`src/trs_link_defs.svh`:
```
`ifndef TRS_LINK_DEFS_SVH
`define TRS_LINK_DEFS_SVH

// identification byte returned by get_cookie
`define LINK_COOKIE 8'hAF

// version byte is {major, minor}
`define LINK_VER_MAJOR 3'd0
`define LINK_VER_MINOR 5'd3

// 32 KiB shared memory
`define LINK_ADDR_W 15

// longest command (bram_poke) carries this many bytes
`define LINK_MAX_PARAMS 3

`endif

```
`src/trs_link_pkg.sv`:
```
package trs_link_pkg;

  `include "trs_link_defs.svh"

  // opcode as sent on the wire
  typedef enum logic [7:0] {
    cmd_get_cookie  = 8'd0,
    cmd_bram_poke   = 8'd1,
    cmd_bram_peek   = 8'd2,
    cmd_get_version = 8'd15
  } link_cmd_e;

  // slot 0 is the first byte after the opcode
  typedef logic [`LINK_MAX_PARAMS-1:0][7:0] link_params_t;

  typedef struct packed {
    link_cmd_e    op;
    link_params_t params;
  } link_cmd_t;

  typedef struct packed {
    logic       load;  // copy data into the tx shifter
    logic [7:0] data;
  } link_reply_t;

  typedef struct packed {
    logic sck;
    logic mosi;
    logic cs_n;
  } spi_pins_t;

endpackage

```
`src/cmd_parser.sv`:
```
`include "trs_link_defs.svh"

module cmd_parser import trs_link_pkg::*; (
  input  logic       clk,
  input  logic       arst_n,
  input  logic [7:0] rx_byte,
  input  logic       rx_valid,
  input  logic       frame_start,
  output link_cmd_t  cmd,
  output logic       exec
);

  localparam int cnt_w = $clog2(`LINK_MAX_PARAMS + 1);

  typedef enum logic [1:0] {
    st_idle,   // waiting for an opcode
    st_params, // collecting parameter bytes
    st_done    // reply pending, rest of frame is dummy bytes
  } state_e;

  state_e           state_q;
  logic [cnt_w-1:0] param_left_q; // bytes still to come
  logic [cnt_w-1:0] param_idx_q;  // next slot
  logic             exec_q;
  link_cmd_t        cmd_q;

  // parameter bytes per opcode
  function automatic logic [cnt_w-1:0] param_count(input link_cmd_e op);
    case (op)
      cmd_bram_poke: param_count = cnt_w'(`LINK_MAX_PARAMS); // addr lo, addr hi, data
      cmd_bram_peek: param_count = cnt_w'(2);                // addr lo, addr hi
      default:       param_count = '0;
    endcase
  endfunction

  always_ff @(posedge clk or negedge arst_n) begin
    if (!arst_n) begin
      state_q      <= st_idle;
      param_left_q <= '0;
      param_idx_q  <= '0;
      exec_q       <= 1'b0;
    end else begin
      exec_q <= 1'b0; // strobe
      if (frame_start) begin
        state_q <= st_idle;
      end else if (rx_valid) begin
        case (state_q)
          st_idle: begin
            case (rx_byte)
              cmd_get_cookie, cmd_get_version: begin
                exec_q  <= 1'b1; // no parameters, fire now
                state_q <= st_done;
              end
              cmd_bram_poke, cmd_bram_peek: begin
                param_left_q <= param_count(link_cmd_e'(rx_byte));
                param_idx_q  <= '0;
                state_q      <= st_params;
              end
              default: state_q <= st_idle; // unknown opcode dropped
            endcase
          end
          st_params: begin
            param_idx_q <= param_idx_q + 1'b1;
            if (param_left_q == cnt_w'(1)) begin
              exec_q <= 1'b1;
              // a poke has no reply, so the next byte may be a new opcode
              state_q <= (cmd_q.op == cmd_bram_poke) ? st_idle : st_done;
            end else begin
              param_left_q <= param_left_q - 1'b1;
            end
          end
          default: ; // st_done ignores dummy bytes until cs drops
        endcase
      end
    end
  end

  // command record
  always_ff @(posedge clk) begin
    if (rx_valid && state_q == st_idle) begin
      cmd_q.op <= link_cmd_e'(rx_byte);
    end
    if (rx_valid && state_q == st_params) begin
      cmd_q.params[param_idx_q] <= rx_byte;
    end
  end

  assign cmd  = cmd_q;
  assign exec = exec_q;

  // count and index must stay in step across the whole command
  param_slot_in_range: assert property (
    @(posedge clk) disable iff (!arst_n)
    (state_q == st_params && rx_valid) |-> (param_idx_q < `LINK_MAX_PARAMS)
  ) else $error("parameter index ran past the last slot");

endmodule

```
`config.mk`:
```
export PLATFORM = sky130hd
export DESIGN_NAME = cmd_parser
export DESIGN_NICKNAME = d
export VERILOG_FILES = /design/src/trs_link_pkg.sv /design/src/cmd_parser.sv
export VERILOG_INCLUDE_DIRS = /design/src /design/src/src
export SDC_FILE = /design/constraint.sdc
export NUM_CORES = 1
export LEC_CHECK = 0
export ABC_AREA = 1
export BUFFER_PORTS_ARGS = -buffer_cell sky130_fd_sc_hd__buf_2
export CAP_MARGIN = 20
export CORE_ASPECT_RATIO = 0.5
export CORE_UTILIZATION = 40
export CTS_CLUSTER_DIAMETER = 40
export CTS_CLUSTER_SIZE = 20
export DETAILED_ROUTE_END_ITERATION = 10
export PLACE_DENSITY = 0.67
export SYNTH_ARGS = -nofsm -noshare
export SYNTH_HDL_FRONTEND = slang
export SYNTH_SLANG_ARGS = --single-unit
```
`constraint.sdc`:
```
create_clock -name clk -period 1.9 [get_ports clk]
set_clock_uncertainty 0.05 [all_clocks]
set_input_delay 0.19 -clock clk [delete_from_list [all_inputs] [get_ports clk]]
set_output_delay 0.19 -clock clk [all_outputs]
set_load 0.01 [all_outputs]
```
==> metrics.md, run 1 <==
| Metric | Value |
|---|---|
| Status | complete, no violations |
| Tightest Pin Transition | 0.346 ns |
| Vias per cell | 4.61 |
| Setup Buffers After CTS | 0 |
| Critical Path AT | 1.36 ns |
| Fin nets | 196 |
| Final setup fails | 0 |
| Clock root cell | clkbuf_8 |
| Slew Viols, Final | 0 |
| Starting DRT DRC Count | 48 |
| CTS tree | done |
| Final Power | 0.00185 W |
| N_diodes | 0 |
| Routed wire length | a little under 3 mm |
| RR Endpoint | cmd[3] |
| Crit end category | flop |
| Post-CTS sizing | 0 |
| Die ar. | 4180 sq um |
| Yosys top cell area share | 61.4% |
| HPWL Detailed | 2.22 mm |
| Area leader, netlist | edfxtp_1 |
| Tot GR Track Use | approximately 15% |
| Hold endpoint | cmd[31] |
| Reg2reg setup slack | 0.48 ns |
| Fmax | a little over 0.7 GHz |
| DR vias | 1,070 |
| Htree depth | 2 |
| Critical Path Start Type | flop |
| Synthesized area per cell | 12.6 sq um |
| Hold Vio Cnt, Final | 0 |
| CTS sink cnt | 39 |
| Minimum clock period | roughly 1.4 ns |
| Setup CP Type | flop to flop |
| Starting Density | 43.7% |
| Detailed Routing Iterations Pass 1 | 4 |
| Core Area | 3580 sq um |
| Crit Path Max Fanout | 8 |
| Placer Congestion | 0.834 |
| Worst min-delay path class | input port to flop |
| Hold Path Origin | rx_byte[7] |
| Drt wl/cell | 12.4 um |
| Worst-Skew Late Latency | 0.28 ns |
| Crit share post-route | between 70% and 80% |
| Clock-pin slew on the worst setup and hold paths | around 0.07 ns |
| Syn_nets | 140 |
| Share of layout cells above drive strength 1 | 37.6% |
| Clock Path Buffers | 2 |
| First-pass GRT wire length | 4.41 mm |
| Cell Area, Synth | 1570 sq um |
| Cells after Synth | 124 |
| Post-route ant nets | 0 |
| Count of state elements after synthesis | 39 |
| Leakage | between 0.8 and 0.9 nW |
| Cell Pwr Density | 916 nW/um^2 |
| DRC | 0 |
| Max Cap Viol | 0 |
| Final setup TNS | 0 ns |
| RSZ-0062 raised after global routing | false |
| Worst slew margin | about 77% |
| Number of hold buffers added after CTS | 1 |
| Top cells by area, synth | edfxtp_1 (61%), dfrtp_1 (11%), nand2_1 (6.0%), ha_1 (3.2%), inv_1 (2.9%) |
| CTS buffer count | 5 |
| Die X | 90.5 um |
| PortBufs | 44 |
| Area added between synthesis and finish | 29.2% |
| FP Rows | 15 |
| Die Y | 46.2 um |
| VDD IR max | 335 uV |
| Fin Hold WS | 0.105 ns |
| Largest net degree at the start of global routing | 13 |
| Top Ports | 45 |
| Vias in the first global route | 928 |
| Post-synthesis sequential area ratio | 72.6% |
| Data required, critical path | between 1.5 and 2 ns |
| Initial antenna violation count | 0 |
| FF-to-FF path depth | 5 |
| Total overflow reported by the global router | 0 |
| Synth warn | 0 |
| Hold path depth | 1 |
| Crit Reg-Reg Startpoint | state_q[0] |
| Yosys cell types | 20 |
[worst max-delay path by stage]
stage                     startpoint       to  slack (ns)  cells after the start
final                     state_q[0]   cmd[3]        0.48                      5
after global routing      state_q[0]   cmd[5]        0.35                      5
after CTS                 state_q[0]   cmd[5]        0.48                      5
after detailed placement  state_q[0]   cmd[3]        0.48                      5
after global placement    state_q[0]  cmd[11]        0.51                      5
after floorplan           state_q[1]   cmd[0]        0.41                      3
[critical path: stages (launching register included)]
cell     delay (ns)
dfrtp_1        0.44
inv_2          0.06
nor2_4         0.17
nand2_1        0.12
nor2_1         0.10
buf_4          0.18
[layout make-up]
class                   count  area [sq um]
clock buffers               6          72.6
clock inverters             2          60.1
fillers                   303          1560
inverters                  16          60.1
multi-input cells          69           369
flip-flops and latches     39          1140
well taps                  51          63.8
repair buffers             49           260
[power breakdown]
part	total, W	switching (W)	leakage (nW)	internal, W
Sequential	0.000955	0.00000940	0.384	0.000946
Clock	0.000789	0.000264	0.0654	0.000524
Combinational	0.000108	0.0000703	0.425	0.0000376
Total	0.00185	0.000344	0.874	0.00151
[kinds of logic after synthesis]
logic type      count (synthesis)  share of synthesized area (%)
simple gates                   56                           16.5
flops                          39                           72.6
buf+inv                        16                           3.84
compound gates                  9                           3.92
fa+ha+maj                       4                           3.20
[through the flow]
step	utilization [%]	setup WS [ns]	area, sq um	std cells
2_1_floorplan	-	0.412	1570	124
4_1_cts	56.4	0.482	2020	232
3_5_place_dp	52.4	0.480	1880	223
3_3_place_gp	52.4	0.514	1880	223
5_1_grt	56.4	0.352	2020	232
6_report	56.4	0.484	2020	232
[layout by cell type, fill, tap and decap left out]
| master | instances |
|---|---|
| o22ai_1 | 1 |
| inv_1 | 12 |
| o21ai_1 | 3 |
| clkbuf_8 | 5 |
| edfxtp_1 | 32 |
| nand3b_1 | 1 |
| inv_2 | 4 |
| nand2_1 | 25 |
| clkbuf_1 | 1 |
| dfrtp_1 | 7 |
| a21oi_2 | 1 |
| bufinv_16 | 2 |
| ha_1 | 4 |
| nor2_1 | 12 |
| nor2_2 | 3 |
| nor2_4 | 2 |
| nand3_1 | 8 |
| buf_4 | 4 |
| a21oi_1 | 1 |
| and2_0 | 1 |
| nand4_1 | 2 |
| nor3_1 | 1 |
| and2_1 | 1 |
| o21ai_2 | 3 |
| buf_2 | 44 |
| dlygate4sd3_1 | 1 |
[synthesized netlist by cell type]
library cell  instances
edfxtp_1             32
nor2_4                2
a21oi_1               1
o21ai_2               3
nand4_1               2
a21oi_2               1
and2_1                1
nand3b_1              1
nor2_2                3
nor3_1                1
nor2_1               12
dfrtp_1               7
ha_1                  4
o21ai_1               3
inv_1                12
nand2_1              25
inv_2                 4
o22ai_1               1
and2_0                1
nand3_1               8
[registers in the layout, summed over array words and instances (netlist names)]
register / cells
param_left_q: 2
param_idx_q: 2
cmd: 32
state_q: 2
exec: 1
[routing by layer]
metal / vias to the layer above / routed length [um] / global-route usage, %
met2: 32 / 1330 / 23.6
met5: - / 0 / 0
li1: 531 / - / -
met4: 0 / 33 / 7.74
met1: 502 / 1380 / 19.2
met3: 5 / 145 / 3.96
No activity file was read; power rests on OpenSTA's default activity.
==> run 2: changes to the inputs <==
--- a/config.mk
+++ b/config.mk
@@ -14,7 +14,7 @@
 export CTS_CLUSTER_DIAMETER = 40
 export CTS_CLUSTER_SIZE = 20
 export DETAILED_ROUTE_END_ITERATION = 10
-export PLACE_DENSITY = 0.67
+export PLACE_DENSITY = 0.7
 export SYNTH_ARGS = -nofsm -noshare
 export SYNTH_HDL_FRONTEND = slang
 export SYNTH_SLANG_ARGS = --single-unit
==> constraint.sdc (replaced) <==
create_clock -name clk -period 1.25 [get_ports clk]
set_clock_uncertainty 0.05 [all_clocks]
set_input_delay 0.125 -clock clk [delete_from_list [all_inputs] [get_ports clk]]
set_output_delay 0.125 -clock clk [all_outputs]
set_load 0.01 [all_outputs]
==> run 2 against run 1 <==
Against the previous run: the flow now finishes with violations (negative setup slack); core utilization increased by 3.5 points; count of clock-buffer cells in the layout is 1 lower; wire length rose by 5.3%; setup slack got worse by 0.54 ns; final area up 6.2%; die area unchanged; register-to-register slack got worse by 0.54 ns; via count increased by 5.0%; flip-flop and latch count stayed put; highest routed layer unchanged.
==> metrics.md, run 2 (synthesis results as in run 1) <==
| Metric | Value |
|---|---|
| First-pass GRT wire length | 4.62 mm (+4.7%) |
| Drt wl/cell | 12.5 um (+0.50%) |
| Starting DRT DRC Count | 46 (-4.2%) |
| Core Area | 3580 sq um (unchanged) |
| Die X | 90.5 um (unchanged) |
| Vias per cell | 4.63 (+0.29%) |
| Htree depth | 2 (unchanged) |
| Share of layout cells above drive strength 1 | 49.0% (+11 points) |
| FF-to-FF path depth | 3 (-2) |
| Critical Path Start Type | flop |
| Tightest Pin Transition | 0.262 ns (-0.0836 ns) |
| Area added between synthesis and finish | 37.2% |
| Largest net degree at the start of global routing | 14 (+1) |
| Post-route ant nets | 0 (unchanged) |
| N_diodes | 0 (unchanged) |
| Pint | 0.00214 W (+42%) |
| Fin nets | 207 (+5.6%) |
| Crit Reg-Reg Startpoint | state_q[1] |
| Hold Path Origin | rx_byte[4] |
| Hold endpoint | cmd[20] |
| PortBufs | 44 (unchanged) |
| Most frequent cells in the layout | buf_2 (44), edfxtp_1 (32), nand2_1 (22) |
| DR vias | 1,124 (+5.0%) |
| Total overflow reported by the global router | 0 (unchanged) |
| Placer Congestion | 0.814 (-2.4%) |
| Worst min-delay path class | input port to flop |
| Tot GR Track Use | 15.6% (+0.80 points) |
| RSZ-0062 raised after global routing | true |
| Initial antenna violation count | 0 (unchanged) |
| Detailed Routing Iterations Pass 1 | 4 (unchanged) |
| Slowest stage cell, crit path | dfrtp_2 |
| Crit share post-route | 105% (+30 points) |
| Fin area | 2150 sq um (+6.2%) |
| Top Ports | 45 (unchanged) |
| Pre-CTS setup slack | -0.0752 ns (-0.556 ns) |
| Routed wire length | 3.04 mm (+5.3%) |
| Cell Pwr Density | 1270 nW/um^2 (+39%) |
| Reg2reg setup slack | -0.06 ns (-0.54 ns) |
| Post-route setup slack | -0.0577 ns (-0.542 ns) |
| Leakage | 0.929 nW (+6.3%) |
| Hold path depth | 1 (unchanged) |
| CTS tree | done |
| Clock root cell | clkbuf_8 |
| Combinational Power Share | 8.7% (+2.9 points) |
| Max Cap Viol | 0 (unchanged) |
| HPWL Detailed | 2.34 mm (+5.4%) |
| Fmax | 0.765 GHz (+8.3%) |
| Worst slew margin | 82.5% (+5.6 points) |
| CTS sink cnt | 39 (unchanged) |
| Number of flip-flops in the largest register | 32 (unchanged) |
| Crit-path max cell delay | 0.45 ns (about the same) |
| Status | finished, violations left |
| Delay-heaviest family, CP | simple AND/OR/NAND/NOR gates |
| Commonest non-fill, non-tap cell in the layout | buf_2 |
| Failing checks | negative setup slack |
| Sequential share of power | 53.4% (+1.8 points) |
| Setup CP Type | flop to flop |
| Crit end category | flop |
| Critical Path AT | 1.23 ns (-0.13 ns) |
| CP bufs+invs | 0 (-2) |
| Final setup fails | 26 (+26) |
| Worst-Skew Late Latency | 0.29 ns (about the same) |
| Clock-pin slew on the worst setup and hold paths | 0.08 ns (about the same) |
| DRC | 0 (unchanged) |
| Placement Cell Area | 1980 sq um (+5.6%) |
| VDD IR max | 512 uV (+53%) |
| Die Y | 46.2 um (unchanged) |
| Critical Path, Cell by Cell | nor2_4, nand2_4, nor2_4 |
| Fin Hold WS | 0.0242 ns (-0.0812 ns) |
| RR Endpoint | cmd[11] |
| Die ar. | 4180 sq um (unchanged) |
| Sw Pwr | 0.000588 W (+71%) |
| Critical Path Most Common Cell | nor2_4 |
| CTS buffer count | 5 (unchanged) |
| Vias in the first global route | 990 (+6.7%) |
| Starting Density | 43.7% (unchanged) |
| Sw Ratio | 21.6% (+3.0 points) |
| Clock share of power | 37.9% (-4.7 points) |
| FP Rows | 15 (unchanged) |
| Crit Path Max Fanout | 8 (unchanged) |
| Data required, critical path | 1.18 ns (-0.66 ns) |
| Slew Viols, Final | 0 (unchanged) |
| Clock Path Buffers | 2 (unchanged) |
| Hold Vio Cnt, Final | 0 (unchanged) |
| Minimum clock period | 1.31 ns (-0.108 ns) |
## run 2: worst register-to-register path: cells and delay by family (launching register included)
family,cells,cell delay [ns]
flops,1,0.45
simple gates,3,0.51
## run 2: how the worst max path moves through the flow
stage                           from    endpoint  slack (ns)  cells after the start
after floorplan           state_q[0]      cmd[0]       -0.05                      4
after global routing      state_q[0]  state_q[0]       -0.11                      8
after CTS                 state_q[1]      cmd[8]       -0.07                      3
after detailed placement  state_q[1]     cmd[19]       -0.08                      3
after global placement    state_q[1]     cmd[18]       -0.07                      3
final                     state_q[1]     cmd[11]       -0.06                      3
## run 2: cell type report
| class | instances | area [sq um] |
|---|---|---|
| Fill cell | 308 | 1440 |
| Sequential cell | 39 | 1140 |
| Multi-Input combinational cell | 69 | 417 |
| Timing Repair Buffer | 60 | 355 |
| Clock buffer | 5 | 68.8 |
| Tap cell | 51 | 63.8 |
| Inverter | 16 | 60.1 |
| Clock inverter | 3 | 43.8 |
## run 2: power by group through the flow
stage	Combinational, W	Clock, W	Sequential (W)
floorplan	0.0000834	0	0.00149
global placement	0.000205	0	0.00148
detailed placement	0.000208	0	0.00148
CTS	0.000213	0.00105	0.00146
global route	0.000262	0.00110	0.00146
finish	0.000236	0.00103	0.00146
## run 2: repair_timing
item                                   4_1_cts  5_1_grt
setup endpoints to repair                   29       31
setup buffers                                0        3
endpoints found under the hold margin        7        0
pin swaps                                    2        1
hold buffers                                 1        0
gates resized for setup                      2        8
## run 2: metal layers
layer | vias up | track usage [%] | share of wire [%]
met5 | - | 0 | 0
met4 | 0 | 4.84 | 0.63
met3 | 2 | 6.44 | 5.2
met2 | 28 | 24.7 | 48
met1 | 540 | 20.1 | 47
li1 | 554 | - | -
## run 2: per-stage QoR
step                total power (W)  std cells  util, %  setup TNS [ns]
floorplan                   0.00157        124        -           -1.07
global placement            0.00168        231     55.4           -1.17
detailed placement          0.00169        231     55.4           -1.72
CTS                         0.00272        240     58.8           -1.53
global route                0.00282        243     59.9           -2.62
finish                      0.00272        243     59.9           -1.18
