$ cat config.mk
export PLATFORM = sky130hd
export DESIGN_NAME = spi_byte_link
export DESIGN_NICKNAME = d
export VERILOG_FILES = /design/src/trs_link_pkg.sv /design/src/spi_byte_link.sv
export VERILOG_INCLUDE_DIRS = /design/src /design/src/src
export SDC_FILE = /design/constraint.sdc
export NUM_CORES = 1
export LEC_CHECK = 0
export ABC_AREA = 1
export BUFFER_PORTS_ARGS = -buffer_cell sky130_fd_sc_hd__buf_2
export CELL_PAD_IN_SITES_DETAIL_PLACEMENT = 0
export CELL_PAD_IN_SITES_GLOBAL_PLACEMENT = 1
export CORE_MARGIN = 2
export CORE_UTILIZATION = 39
export CTS_CLUSTER_SIZE = 30
export DETAILED_ROUTE_END_ITERATION = 6
export PLACE_DENSITY = 0.8
export SKIP_CTS_REPAIR_TIMING = 1
export SLEW_MARGIN = 15
export SYNTH_ARGS = -nofsm -noshare
export SYNTH_HDL_FRONTEND = slang
export SYNTH_SLANG_ARGS = --single-unit
$ cat constraint.sdc
create_clock -name clk -period 1.3 [get_ports clk]
set_input_delay 0.065 -clock clk [delete_from_list [all_inputs] [get_ports clk]]
set_output_delay 0.065 -clock clk [all_outputs]
set_load 0.01 [all_outputs]
$ cat src/trs_link_defs.svh
`ifndef TRS_LINK_DEFS_SVH
`define TRS_LINK_DEFS_SVH

// identification byte returned by get_cookie
`define LINK_COOKIE 8'hAF

// version byte is {major, minor}
`define LINK_VER_MAJOR 3'd0
`define LINK_VER_MINOR 5'd3

// 32 KiB shared memory
`define LINK_ADDR_W 15

// longest command (bram_poke) carries this many bytes
`define LINK_MAX_PARAMS 3

`endif

$ cat src/trs_link_pkg.sv
package trs_link_pkg;

  `include "trs_link_defs.svh"

  // opcode as sent on the wire
  typedef enum logic [7:0] {
    cmd_get_cookie  = 8'd0,
    cmd_bram_poke   = 8'd1,
    cmd_bram_peek   = 8'd2,
    cmd_get_version = 8'd15
  } link_cmd_e;

  // slot 0 is the first byte after the opcode
  typedef logic [`LINK_MAX_PARAMS-1:0][7:0] link_params_t;

  typedef struct packed {
    link_cmd_e    op;
    link_params_t params;
  } link_cmd_t;

  typedef struct packed {
    logic       load;  // copy data into the tx shifter
    logic [7:0] data;
  } link_reply_t;

  typedef struct packed {
    logic sck;
    logic mosi;
    logic cs_n;
  } spi_pins_t;

endpackage

$ cat src/spi_byte_link.sv
module spi_byte_link import trs_link_pkg::*; (
  input  logic        clk,
  input  logic        arst_n,
  input  spi_pins_t   pins,
  input  link_reply_t reply,
  output logic [7:0]  rx_byte,
  output logic        rx_valid,
  output logic        frame_start,
  output logic        miso
);

  // pins as seen while the link sits idle
  localparam spi_pins_t pins_idle = '{sck: 1'b0, mosi: 1'b0, cs_n: 1'b1};

  spi_pins_t  meta_q;     // first sync stage
  spi_pins_t  sync_q;     // safe to use
  logic       sck_last_q; // for edge detect
  logic       cs_n_last_q;
  logic [2:0] bit_cnt_q;
  logic [7:0] rx_shift_q;
  logic [7:0] tx_shift_q;
  logic       rx_valid_q;
  logic       sck_rise;
  logic       sck_fall;
  logic       cs_active;

  // two-flop synchronizers plus one stage of history
  always_ff @(posedge clk or negedge arst_n) begin
    if (!arst_n) begin
      meta_q      <= pins_idle;
      sync_q      <= pins_idle;
      sck_last_q  <= 1'b0;
      cs_n_last_q <= 1'b1;
    end else begin
      meta_q      <= pins;
      sync_q      <= meta_q;
      sck_last_q  <= sync_q.sck;
      cs_n_last_q <= sync_q.cs_n;
    end
  end

  assign sck_rise    = sync_q.sck & ~sck_last_q;
  assign sck_fall    = ~sync_q.sck & sck_last_q;
  assign cs_active   = ~sync_q.cs_n;
  assign frame_start = cs_n_last_q & ~sync_q.cs_n; // cs falling

  // receive side, mode 0 samples on rising sck
  always_ff @(posedge clk or negedge arst_n) begin
    if (!arst_n) begin
      bit_cnt_q  <= 3'd0;
      rx_valid_q <= 1'b0;
    end else begin
      rx_valid_q <= cs_active && sck_rise && (bit_cnt_q == 3'd7); // eighth bit
      if (!cs_active) begin
        bit_cnt_q <= 3'd0; // resync on every frame
      end else if (sck_rise) begin
        bit_cnt_q <= bit_cnt_q + 3'd1;
      end
    end
  end

  always_ff @(posedge clk) begin
    if (cs_active && sck_rise) begin
      rx_shift_q <= {rx_shift_q[6:0], sync_q.mosi}; // msb first
    end
  end

  assign rx_byte  = rx_shift_q; // complete while rx_valid is high
  assign rx_valid = rx_valid_q;

  // transmit side, next bit goes out on falling sck
  always_ff @(posedge clk or negedge arst_n) begin
    if (!arst_n) begin
      tx_shift_q <= 8'h00;
    end else if (frame_start) begin
      tx_shift_q <= 8'h00; // no stale reply into a new frame
    end else if (reply.load) begin
      tx_shift_q <= reply.data;
    end else if (cs_active && sck_fall) begin
      tx_shift_q <= {tx_shift_q[6:0], 1'b0};
    end
  end

  assign miso = cs_active & tx_shift_q[7]; // low between frames

  // a byte strobe only rises inside a frame
  rx_valid_in_frame: assert property (
    @(posedge clk) disable iff (!arst_n) $rose(rx_valid) |-> cs_active
  ) else $error("rx_valid raised while cs was inactive");

endmodule

==> results of run 1 <==
==> path summary, 6_finish.rpt <==
path,startpoint,endpoint,slack (ps),cells past startpoint
max reg2reg,sync_q[0]$_DFF_PN1_,tx_shift_q[5]$_DFFE_PN0P_,50,7
min in group asynchronous,arst_n,meta_q[1]$_DFF_PN0_,190,2
max in group asynchronous,arst_n,sync_q[0]$_DFF_PN1_,770,2
min reg2reg,meta_q[0]$_DFF_PN1_,sync_q[0]$_DFF_PN1_,370,0
max,sync_q[0]$_DFF_PN1_,frame_start,10,4
min,reply[8],tx_shift_q[0]$_DFFE_PN0P_,30,3
==> through the flow <==
stage	util	instances	setup TNS, ps	setup slack, ps	power (W)
2_1_floorplan	-	114	0	167	0.00112
3_3_place_gp	0.470	169	0	93.9	0.00119
3_5_place_dp	0.470	169	0	42.7	0.00120
4_1_cts	0.479	173	-110	-110	0.00154
5_1_grt	0.516	182	-143	-66.9	0.00164
6_report	0.516	182	0	10.5	0.00155
==> report_power, final <==
part           switching (W)  internal [W]
Combinational       0.000119     0.0000893
Sequential         0.0000332      0.000964
Clock               0.000234      0.000112
==> state kept, by name, indices dropped and copies added (netlist names) <==
register,count
sync_q,3
meta_q,3
sck_last_q,1
rx_byte,8
rx_valid,1
bit_cnt_q,3
cs_n_last_q,1
tx_shift_q,8
==> cell type report <==
cell class                      instances  area share
Clock buffer                            3      0.0158
Clock inverter                          1     0.00264
Tap cell                               31      0.0272
Multi-Input combinational cell         71       0.240
Timing Repair inverter                  1     0.00527
Timing Repair Buffer                   33       0.145
Sequential cell                        28       0.523
Inverter                               14      0.0413
==> cells in the final DEF, fill, tap and decap left out <==
master         synthesis  routed
nand2_4                1       2
dlygate4sd3_1          0       5
nand2_1               36      36
dfrtp_1               17      17
buf_2                  0      23
a21oi_1                1       1
edfxtp_1               8       8
buf_6                  1       1
clkbuf_4               0       3
inv_2                  2       2
nor2_2                 3       3
clkinvlp_4             0       2
buf_4                  0       4
o21ai_0                1       1
inv_4                  0       1
nor2_1                14      14
nand3_2                0       1
nand3_1               10       9
dfstp_2                3       3
inv_1                 12      10
nand2_2                2       1
a21oi_4                1       1
clkinv_1               0       1
ha_1                   2       2
==> routing by layer <==
| layer | wire length, µm | vias up | part of all wire |
|---|---|---|---|
| li1 | - | 427 | - |
| met1 | 877 | 389 | 0.45 |
| met2 | 979 | 13 | 0.51 |
| met3 | 64 | 2 | 0.033 |
| met4 | 14 | 0 | 0.0072 |
| met5 | 0 | - | 0 |
==> worst max-delay path, stage by stage (launching register included) <==
cell and delay [ps]:
dfstp_2 620, inv_4 70, nand2_4 90, inv_2 40, buf_6 110
==> kinds of logic after synthesis <==
family | count (synthesis) | synth area share
AO/OA/AOI/OAI | 3 | 0.0230
buffers and inverters | 15 | 0.0560
AND/OR/NAND/NOR | 66 | 0.246
flip-flops | 28 | 0.653
adder cells (fa/ha/maj) | 2 | 0.0220
==> results.sh, run 1 <==
export IMPL_outcome="completed"
export IMPL_die_height_um=58.1
export IMPL_synthTopCellsByCount="nand2_1, dfrtp_1, nor2_1"
export IMPL_coreArea_um2=2760
export IMPL_hold_viol=0
export IMPL_clk_pin_slew_ps=140
export IMPL_synth_top_area_share=0.373
export IMPL_slew_headroom=0.720
export IMPL_cp_arrival_ps=1220
export IMPL_cap_violations=0
export IMPL_area_delta_synth_final_pct=24.9
export IMPL_synth_top_cells_by_area="dfrtp_1, edfxtp_1, nand2_1, dfstp_2, nor2_1"
export IMPL_busiest_layer="met2"
export IMPL_die_area_um2=3370
export IMPL_antenna_cells=0
export IMPL_crit_path_end_kind="output port"
export IMPL_cts_inserted_buffers=3
export IMPL_syn_inst=114
export IMPL_yosysWarningCount=0
export IMPL_ff_latch_area_um2=744
export IMPL_peakVddDrop_v=0.000757
export IMPL_synth_async_reset_ratio=0.714
export IMPL_cts_buffer_depth=2
export IMPL_port_buffers=24
export IMPL_dr_first_iter_drc_count=15
export IMPL_post_synth_cell_area_avg_um2=10.0
export IMPL_die_w_um=58.1
export IMPL_grt_overflow=0
export IMPL_layout_min_cycle_time_ps=1290
export IMPL_seq_area_frac_synth=0.653
export IMPL_yosysTopAreaCell="dfrtp_1"
export IMPL_maxSlewViolCount=0
export IMPL_via_count=831
export IMPL_worst_pin_slew_ps=420
export IMPL_final_nets=168
export IMPL_met3_usage=0.0268
export IMPL_cp_max_fo=5
export IMPL_rows=19
export IMPL_grtUsageMet1=0.162
export IMPL_start_util=0.413
export IMPL_period_share=0.992
export IMPL_holdWs_ps=27.0
export IMPL_critical_path_required_ps=1240
export IMPL_netlist_area_um2=1140
export IMPL_synth_edf_count=8
export IMPL_synth_most_common_cell="nand2_1"
export IMPL_fillCellCount=261
export IMPL_grt_max_degree=21
export IMPL_syn_num_nets=130
export IMPL_ys_ff_latch=28
export IMPL_drive_gt1_frac=0.311
export IMPL_grt_pass1_vias=732
export IMPL_place_congestion=0.755
export IMPL_ant_nets=0
export IMPL_multi_input_area_um2=342
export IMPL_rsz0062_at_grt="yes"
export IMPL_cts_sinks=28
export IMPL_critPathLaunchType="flop"
export IMPL_firstDrtPassIters=4
export IMPL_synthDistinctLibCells=16
export IMPL_grt_usage=0.126
export IMPL_power_leakage_nw=0.733
export IMPL_antenna_found_initial=0
export IMPL_drc=0
export IMPL_p_per_area_nw_per_um2=1090
export IMPL_post_dp_hpwl_um=1390
export IMPL_fmax_ghz=0.775
export IMPL_grtUsageMet2=0.208
export IMPL_finish_instance_area_um2=1420
export IMPL_setup_viol=0
export IMPL_htree_levels=1
export IMPL_vias_per_cell=4.57
export IMPL_clockRootBuffer="clkbuf_4"
export IMPL_synth_flop_cell="dfrtp_1"
export IMPL_place_area_um2=1290
export IMPL_insertion_delay_ps=310
export IMPL_drt_total_wl_um=1940
export IMPL_io_pins=25
export IMPL_grt_pass1_wl_um=3210
export IMPL_hold_path_class="input port to flop"
export IMPL_path_class="flop to output port"
export IMPL_skew_ps=3.96
export IMPL_detail_route_wl_per_cell_um=10.6
export IMPL_cts_tree="built"
(Power assumes the default switching activity.)
==> run 2: changes to the inputs <==
--- a/config.mk
+++ b/config.mk
@@ -15,6 +15,7 @@
 export CTS_CLUSTER_SIZE = 30
 export DETAILED_ROUTE_END_ITERATION = 6
 export PLACE_DENSITY = 0.8
+export RECOVER_POWER = 25
 export SKIP_CTS_REPAIR_TIMING = 1
 export SLEW_MARGIN = 15
 export SYNTH_ARGS = -nofsm -noshare
==> run 2 against run 1 <==
Net effect:
- largest power group unchanged
- design area about the same
- flip-flop and latch count stayed put
- highest routed layer unchanged
- routed wire length is 0.10% lower
- die area did not move
- largest cell class unchanged
- first-iteration DRC count stayed put
- via count stayed put
==> results.sh, run 2 (same netlist as run 1, synthesis figures left out) <==
export IMPL_cp_max_fo=5
export IMPL_grt_max_degree=21
export IMPL_final_cell_mix="nand2_1, buf_2, dfrtp_1"
export IMPL_grt_pass1_vias=732
export IMPL_vias_per_cell=4.57
export IMPL_min_to="tx_shift_q[0]$_DFFE_PN0P_"
export IMPL_die_height_um=58.1
export IMPL_switching_share=0.249
export IMPL_intPower_w=0.00116
export IMPL_antenna_cells=0
export IMPL_period_share=0.992
export IMPL_port_buffers=24
export IMPL_final_nets=168
export IMPL_cp_arrival_ps=1220
export IMPL_grt_usage=0.126
export IMPL_layout_min_cycle_time_ps=1290
export IMPL_cts_sinks=28
export IMPL_firstDrtPassIters=4
export IMPL_r2r_end="tx_shift_q[5]$_DFFE_PN0P_"
export IMPL_grt_pass1_wl_um=3210
export IMPL_p_sw_w=0.000386
export IMPL_seq_power_share=0.643
export IMPL_drive_gt1_frac=0.305
export IMPL_critPathLaunchType="flop"
export IMPL_finalSetupTns_ps=0
export IMPL_pwr_share_comb=0.134
export IMPL_ant_nets=0
export IMPL_start_util=0.413
export IMPL_die_w_um=58.1
export IMPL_r2r_start="sync_q[0]$_DFF_PN1_"
export IMPL_crit_path_end_kind="output port"
export IMPL_p_per_area_nw_per_um2=1090
export IMPL_fin_ws_ps=10.5
export IMPL_skew_ps=3.84
export IMPL_drt_total_wl_um=1930
export IMPL_post_dp_hpwl_um=1390
export IMPL_outcome="completed"
export IMPL_min_path_cells=3
export IMPL_die_area_um2=3370
export IMPL_cts_inserted_buffers=3
export IMPL_hold_viol=0
export IMPL_p_clk_frac=0.223
export IMPL_antenna_found_initial=0
export IMPL_detail_route_wl_per_cell_um=10.6
export IMPL_power_leakage_nw=0.730
export IMPL_hold_path_class="input port to flop"
export IMPL_cts_buffer_depth=2
export IMPL_clockRootBuffer="clkbuf_4"
export IMPL_critical_path_required_ps=1240
export IMPL_worst_pin_slew_ps=1010
export IMPL_clk_pin_slew_ps=140
export IMPL_rr_worst_depth=7
export IMPL_area_delta_synth_final_pct=24.8
export IMPL_hold_path_startpoint="reply[8]"
export IMPL_rsz0062_at_grt="yes"
export IMPL_coreArea_um2=2760
export IMPL_pre_cts_slack_ps=42.7
export IMPL_cap_violations=0
export IMPL_cts_tree="built"
export IMPL_htree_levels=1
export IMPL_r2r_slack_ps=50
export IMPL_dr_first_iter_drc_count=15
export IMPL_grt_overflow=0
export IMPL_io_pins=25
export IMPL_insertion_delay_ps=310
export IMPL_drc=0
export IMPL_setup_viol=0
export IMPL_peakVddDrop_v=0.000757
export IMPL_path_class="flop to output port"
export IMPL_place_congestion=0.755
export IMPL_fmax_ghz=0.775
export IMPL_via_count=831
export IMPL_rows=19
export IMPL_maxSlewViolCount=0
export IMPL_slew_headroom=0.330
export IMPL_layout_commonest_cell="nand2_1"
run 2: changes by cell type in the layout (fill, tap and decap cells not counted), sizes merged:
cell    before  now
buf         28   27
clkbuf       3    4
run 2: layer usage:
| metal | track usage | share of wire |
|---|---|---|
| met1 | 0.162 | 0.45 |
| met2 | 0.208 | 0.51 |
| met3 | 0.0268 | 0.033 |
| met4 | 0.0498 | 0.0072 |
| met5 | 0 | 0 |
run 2: stage by stage:
stage	cell area [µm²]	instances	hold slack [ps]	total power, W	utilization
final	1420	182	27.1	0.00155	0.516
after global routing	1420	182	24.6	0.00164	0.516
after CTS	1320	173	-338	0.00154	0.479
after detailed placement	1290	169	28.4	0.00120	0.470
after global placement	1290	169	22.4	0.00119	0.470
after floorplan	1140	114	-231	0.00112	-
run 2: how the worst max path moves through the flow:
stage	from	slack (ps)	endpoint
after detailed placement	sync_q[0]$_DFF_PN1_	40	rx_byte[7]$_DFFE_PP_
after global routing	sync_q[0]$_DFF_PN1_	-70	frame_start
after global placement	sync_q[0]$_DFF_PN1_	90	rx_byte[7]$_DFFE_PP_
after floorplan	sync_q[0]$_DFF_PN1_	170	tx_shift_q[1]$_DFFE_PN0P_
final	sync_q[0]$_DFF_PN1_	10	frame_start
after CTS	sync_q[0]$_DFF_PN1_	-110	frame_start
run 2: cell type report:
cell class | instances | area, µm²
timing repair inverter | 1 | 7.51
timing repair buffer | 33 | 205
inverter | 14 | 58.8
clock buffer | 3 | 22.5
tap | 31 | 38.8
fill | 262 | 1340
clock inverter | 1 | 3.75
multi-input combinational | 71 | 342
sequential | 28 | 744
run 2: power groups by stage:
stage	clock network [W]	logic, W	registers [W]
CTS	0.000362	0.000184	0.000996
finish	0.000346	0.000207	0.000997
detailed placement	0	0.000183	0.00101
floorplan	0	0.000117	0.00101
global placement	0	0.000179	0.00101
global route	0.000401	0.000237	0.00101
run 2: worst max-delay path, cell delays in order, from the launching register on:
cell and delay, ps:
dfstp_2 620, inv_4 70, nand2_4 90, inv_2 40, buf_6 110
==> run 3: changes to the inputs <==
--- a/config.mk
+++ b/config.mk
@@ -6,12 +6,12 @@
 export SDC_FILE = /design/constraint.sdc
 export NUM_CORES = 1
 export LEC_CHECK = 0
-export ABC_AREA = 1
+export ABC_CLOCK_PERIOD_IN_PS = 1200
 export BUFFER_PORTS_ARGS = -buffer_cell sky130_fd_sc_hd__buf_2
 export CELL_PAD_IN_SITES_DETAIL_PLACEMENT = 0
 export CELL_PAD_IN_SITES_GLOBAL_PLACEMENT = 1
 export CORE_MARGIN = 2
-export CORE_UTILIZATION = 39
+export CORE_UTILIZATION = 42
 export CTS_CLUSTER_SIZE = 30
 export DETAILED_ROUTE_END_ITERATION = 6
 export PLACE_DENSITY = 0.8
==> constraint.sdc (replaced) <==
create_clock -name clk -period 1.2 [get_ports clk]
set_input_delay 0.06 -clock clk [delete_from_list [all_inputs] [get_ports clk]]
set_output_delay 0.06 -clock clk [all_outputs]
set_load 0.01 [all_outputs]
==> run 3 against run 2 <==
Net effect:
- the flow now finishes with violations (negative setup slack)
- register-to-register slack worse by 170 ps
- core utilization grew 5.8 points
- sequential share of layout area up 1.0 points
- critical path depth unchanged
- combinational power down 6%
- routed wire length down 7.7%
- first-iteration DRC count is 40% lower
- count of clock-buffer cells in the layout increased by 1
- die area fell by 13%
==> results.sh, run 3 <==
export IMPL_slew_headroom=0.678
export IMPL_fmax_ghz=0.757
export IMPL_hold_path_class="input port to flop"
export IMPL_start_util=0.437
export IMPL_maxSlewViolCount=0
export IMPL_synthTopCellsByCount="dfrtp_1, edfxtp_1, a221o_1, and3_1, nor2_1"
export IMPL_worstPathCellList="buf_6 > nor4_4 > buf_4 > a221o_1"
export IMPL_yosysTopAreaCell="dfrtp_1"
export IMPL_yosysWarningCount=0
export IMPL_setup_viol=10
export IMPL_netlist_area_um2=1060
export IMPL_ys_ff_latch=28
export IMPL_final_nets=124
export IMPL_critical_path_required_ps=1420
export IMPL_cap_violations=0
export IMPL_synth_most_common_cell="dfrtp_1"
export IMPL_antenna_found_initial=0
export IMPL_insertion_delay_ps=310
export IMPL_dr_first_iter_drc_count=9
export IMPL_detail_route_wl_per_cell_um=13.0
export IMPL_finalSetupTns_ps=-974
export IMPL_multi_input_area_um2=319
export IMPL_synth_top_area_share=0.400
export IMPL_io_pins=25
export IMPL_rows=18
export IMPL_clk_pin_slew_ps=130
export IMPL_synth_flop_cell="dfrtp_1"
export IMPL_drive_gt1_frac=0.467
export IMPL_intPower_w=0.00128
export IMPL_cp_max_fo=6
export IMPL_crit_path_end_kind="flop"
export IMPL_switching_share=0.221
export IMPL_cp_slowest_stage_delay_ps=590
export IMPL_grt_usage=0.134
export IMPL_htree_levels=1
export IMPL_die_w_um=54.3
export IMPL_ant_nets=0
export IMPL_place_congestion=0.768
export IMPL_power_leakage_nw=0.683
export IMPL_die_height_um=54.3
export IMPL_hold_viol=0
export IMPL_synthDistinctLibCells=21
export IMPL_final_util=0.574
export IMPL_cts_sinks=28
export IMPL_synth_top_cells_by_area="dfrtp_1, edfxtp_1, dfstp_2, a221o_1, and3_1"
export IMPL_layout_min_cycle_time_ps=1320
export IMPL_area_delta_synth_final_pct=31.3
export IMPL_synth_async_reset_ratio=0.714
export IMPL_failed_checks="negative setup slack"
export IMPL_syn_inst=66
export IMPL_cts_tree="built"
export IMPL_ff_latch_area_um2=744
export IMPL_skew_ps=3.74
export IMPL_via_count=689
export IMPL_path_class="flop to flop"
export IMPL_synth_edf_count=8
export IMPL_vias_per_cell=5.03
export IMPL_drt_total_wl_um=1790
export IMPL_cpMaxStageDelayCell="dfstp_2"
export IMPL_p_sw_w=0.000363
export IMPL_p_clk_frac=0.229
export IMPL_grt_max_degree=21
export IMPL_seq_power_share=0.652
export IMPL_final_cell_mix="buf_2, dfrtp_1, buf_4, edfxtp_1"
export IMPL_cts_buffer_depth=2
export IMPL_outcome="finished with violations"
export IMPL_peakVddDrop_v=0.00105
export IMPL_worst_pin_slew_ps=483
export IMPL_fillCellCount=195
export IMPL_coreArea_um2=2430
export IMPL_clockRootBuffer="clkbuf_4"
export IMPL_drc=0
export IMPL_grt_pass1_vias=597
export IMPL_grt_pass1_wl_um=2680
export IMPL_critPathLaunchType="flop"
export IMPL_seq_area_frac_synth=0.701
export IMPL_grt_overflow=0
export IMPL_syn_num_nets=82
export IMPL_pwr_share_comb=0.119
export IMPL_antenna_cells=0
export IMPL_p_per_area_nw_per_um2=1180
export IMPL_die_area_um2=2950
export IMPL_pre_cts_slack_ps=-79.0
export IMPL_port_buffers=24
export IMPL_post_dp_hpwl_um=1260
export IMPL_period_share=1.10
export IMPL_post_synth_cell_area_avg_um2=16.1
export IMPL_rsz0062_at_grt="yes"
export IMPL_cts_inserted_buffers=3
export IMPL_layout_commonest_cell="buf_2"
export IMPL_fin_ws_ps=-122
export IMPL_firstDrtPassIters=4
export IMPL_cp_arrival_ps=1540
==> run 3: layout make-up <==
class	instances	share of cell area
repair buffers	39	0.187
clock buffers	4	0.0188
multi-input cells	34	0.229
inverters	2	0.00538
flip-flops and latches	28	0.534
well taps	30	0.0269
==> run 3: worst max-delay path: cells and delay by family (launching register included) <==
| kind | cells | cell delay (ps) |
|---|---|---|
| DFF | 1 | 590 |
| AOI/OAI and AO/OA | 1 | 310 |
| buffers and inverters | 2 | 280 |
| and+or+nand+nor | 1 | 50 |
==> run 3: stage by stage <==
stage	std cells	cell area, µm²	total power, W	hold slack (ps)
detailed placement	125	1270	0.00125	29.2
global placement	125	1270	0.00124	23.8
finish	137	1400	0.00164	71.2
global route	137	1400	0.00173	59.7
CTS	129	1290	0.00163	-334
floorplan	66	1060	0.00117	-236
==> run 3: power groups by stage <==
stage	logic [W]	registers [W]	clock network (W)
floorplan	0.0000883	0.00108	0
CTS	0.000162	0.00107	0.000396
global placement	0.000156	0.00109	0
finish	0.000195	0.00107	0.000376
detailed placement	0.000162	0.00109	0
global route	0.000215	0.00108	0.000437
==> run 3: path summary, 6_finish.rpt <==
check | to | slack (ps) | startpoint | depth (start not counted)
worst max-delay path | tx_shift_q[5]$_DFFE_PN0P_ | -120 | sync_q[0]$_DFF_PN1_ | 4
worst min-delay path | tx_shift_q[6]$_DFFE_PN0P_ | 70 | reply[6] | 3
worst max register to register | tx_shift_q[5]$_DFFE_PN0P_ | -120 | sync_q[0]$_DFF_PN1_ | 4
worst min register to register | sync_q[1]$_DFF_PN0_ | 370 | meta_q[1]$_DFF_PN0_ | 0
max in group asynchronous | cs_n_last_q$_DFF_PN1_ | 640 | arst_n | 2
min in group asynchronous | tx_shift_q[3]$_DFFE_PN0P_ | 210 | arst_n | 2
==> run 3: kinds of logic (layout without fill, tap and decap cells) <==
| logic type | after synthesis | in the layout | synth area share |
|---|---|---|---|
| simple gates | 19 | 19 | 0.131 |
| fa+ha+maj | 2 | 2 | 0.0236 |
| mux | 2 | 2 | 0.0188 |
| xor+xnor | 1 | 1 | 0.00825 |
| flops | 28 | 28 | 0.701 |
| buf+inv | 4 | 45 | 0.0153 |
| compound gates | 10 | 10 | 0.102 |
==> run 3: per-layer routing <==
layer	vias to the layer above	GRT usage	wire length, µm
li1	328	-	-
met1	342	0.160	769
met2	17	0.215	895
met3	2	0.0492	95
met4	0	0.0625	26
met5	-	0	0
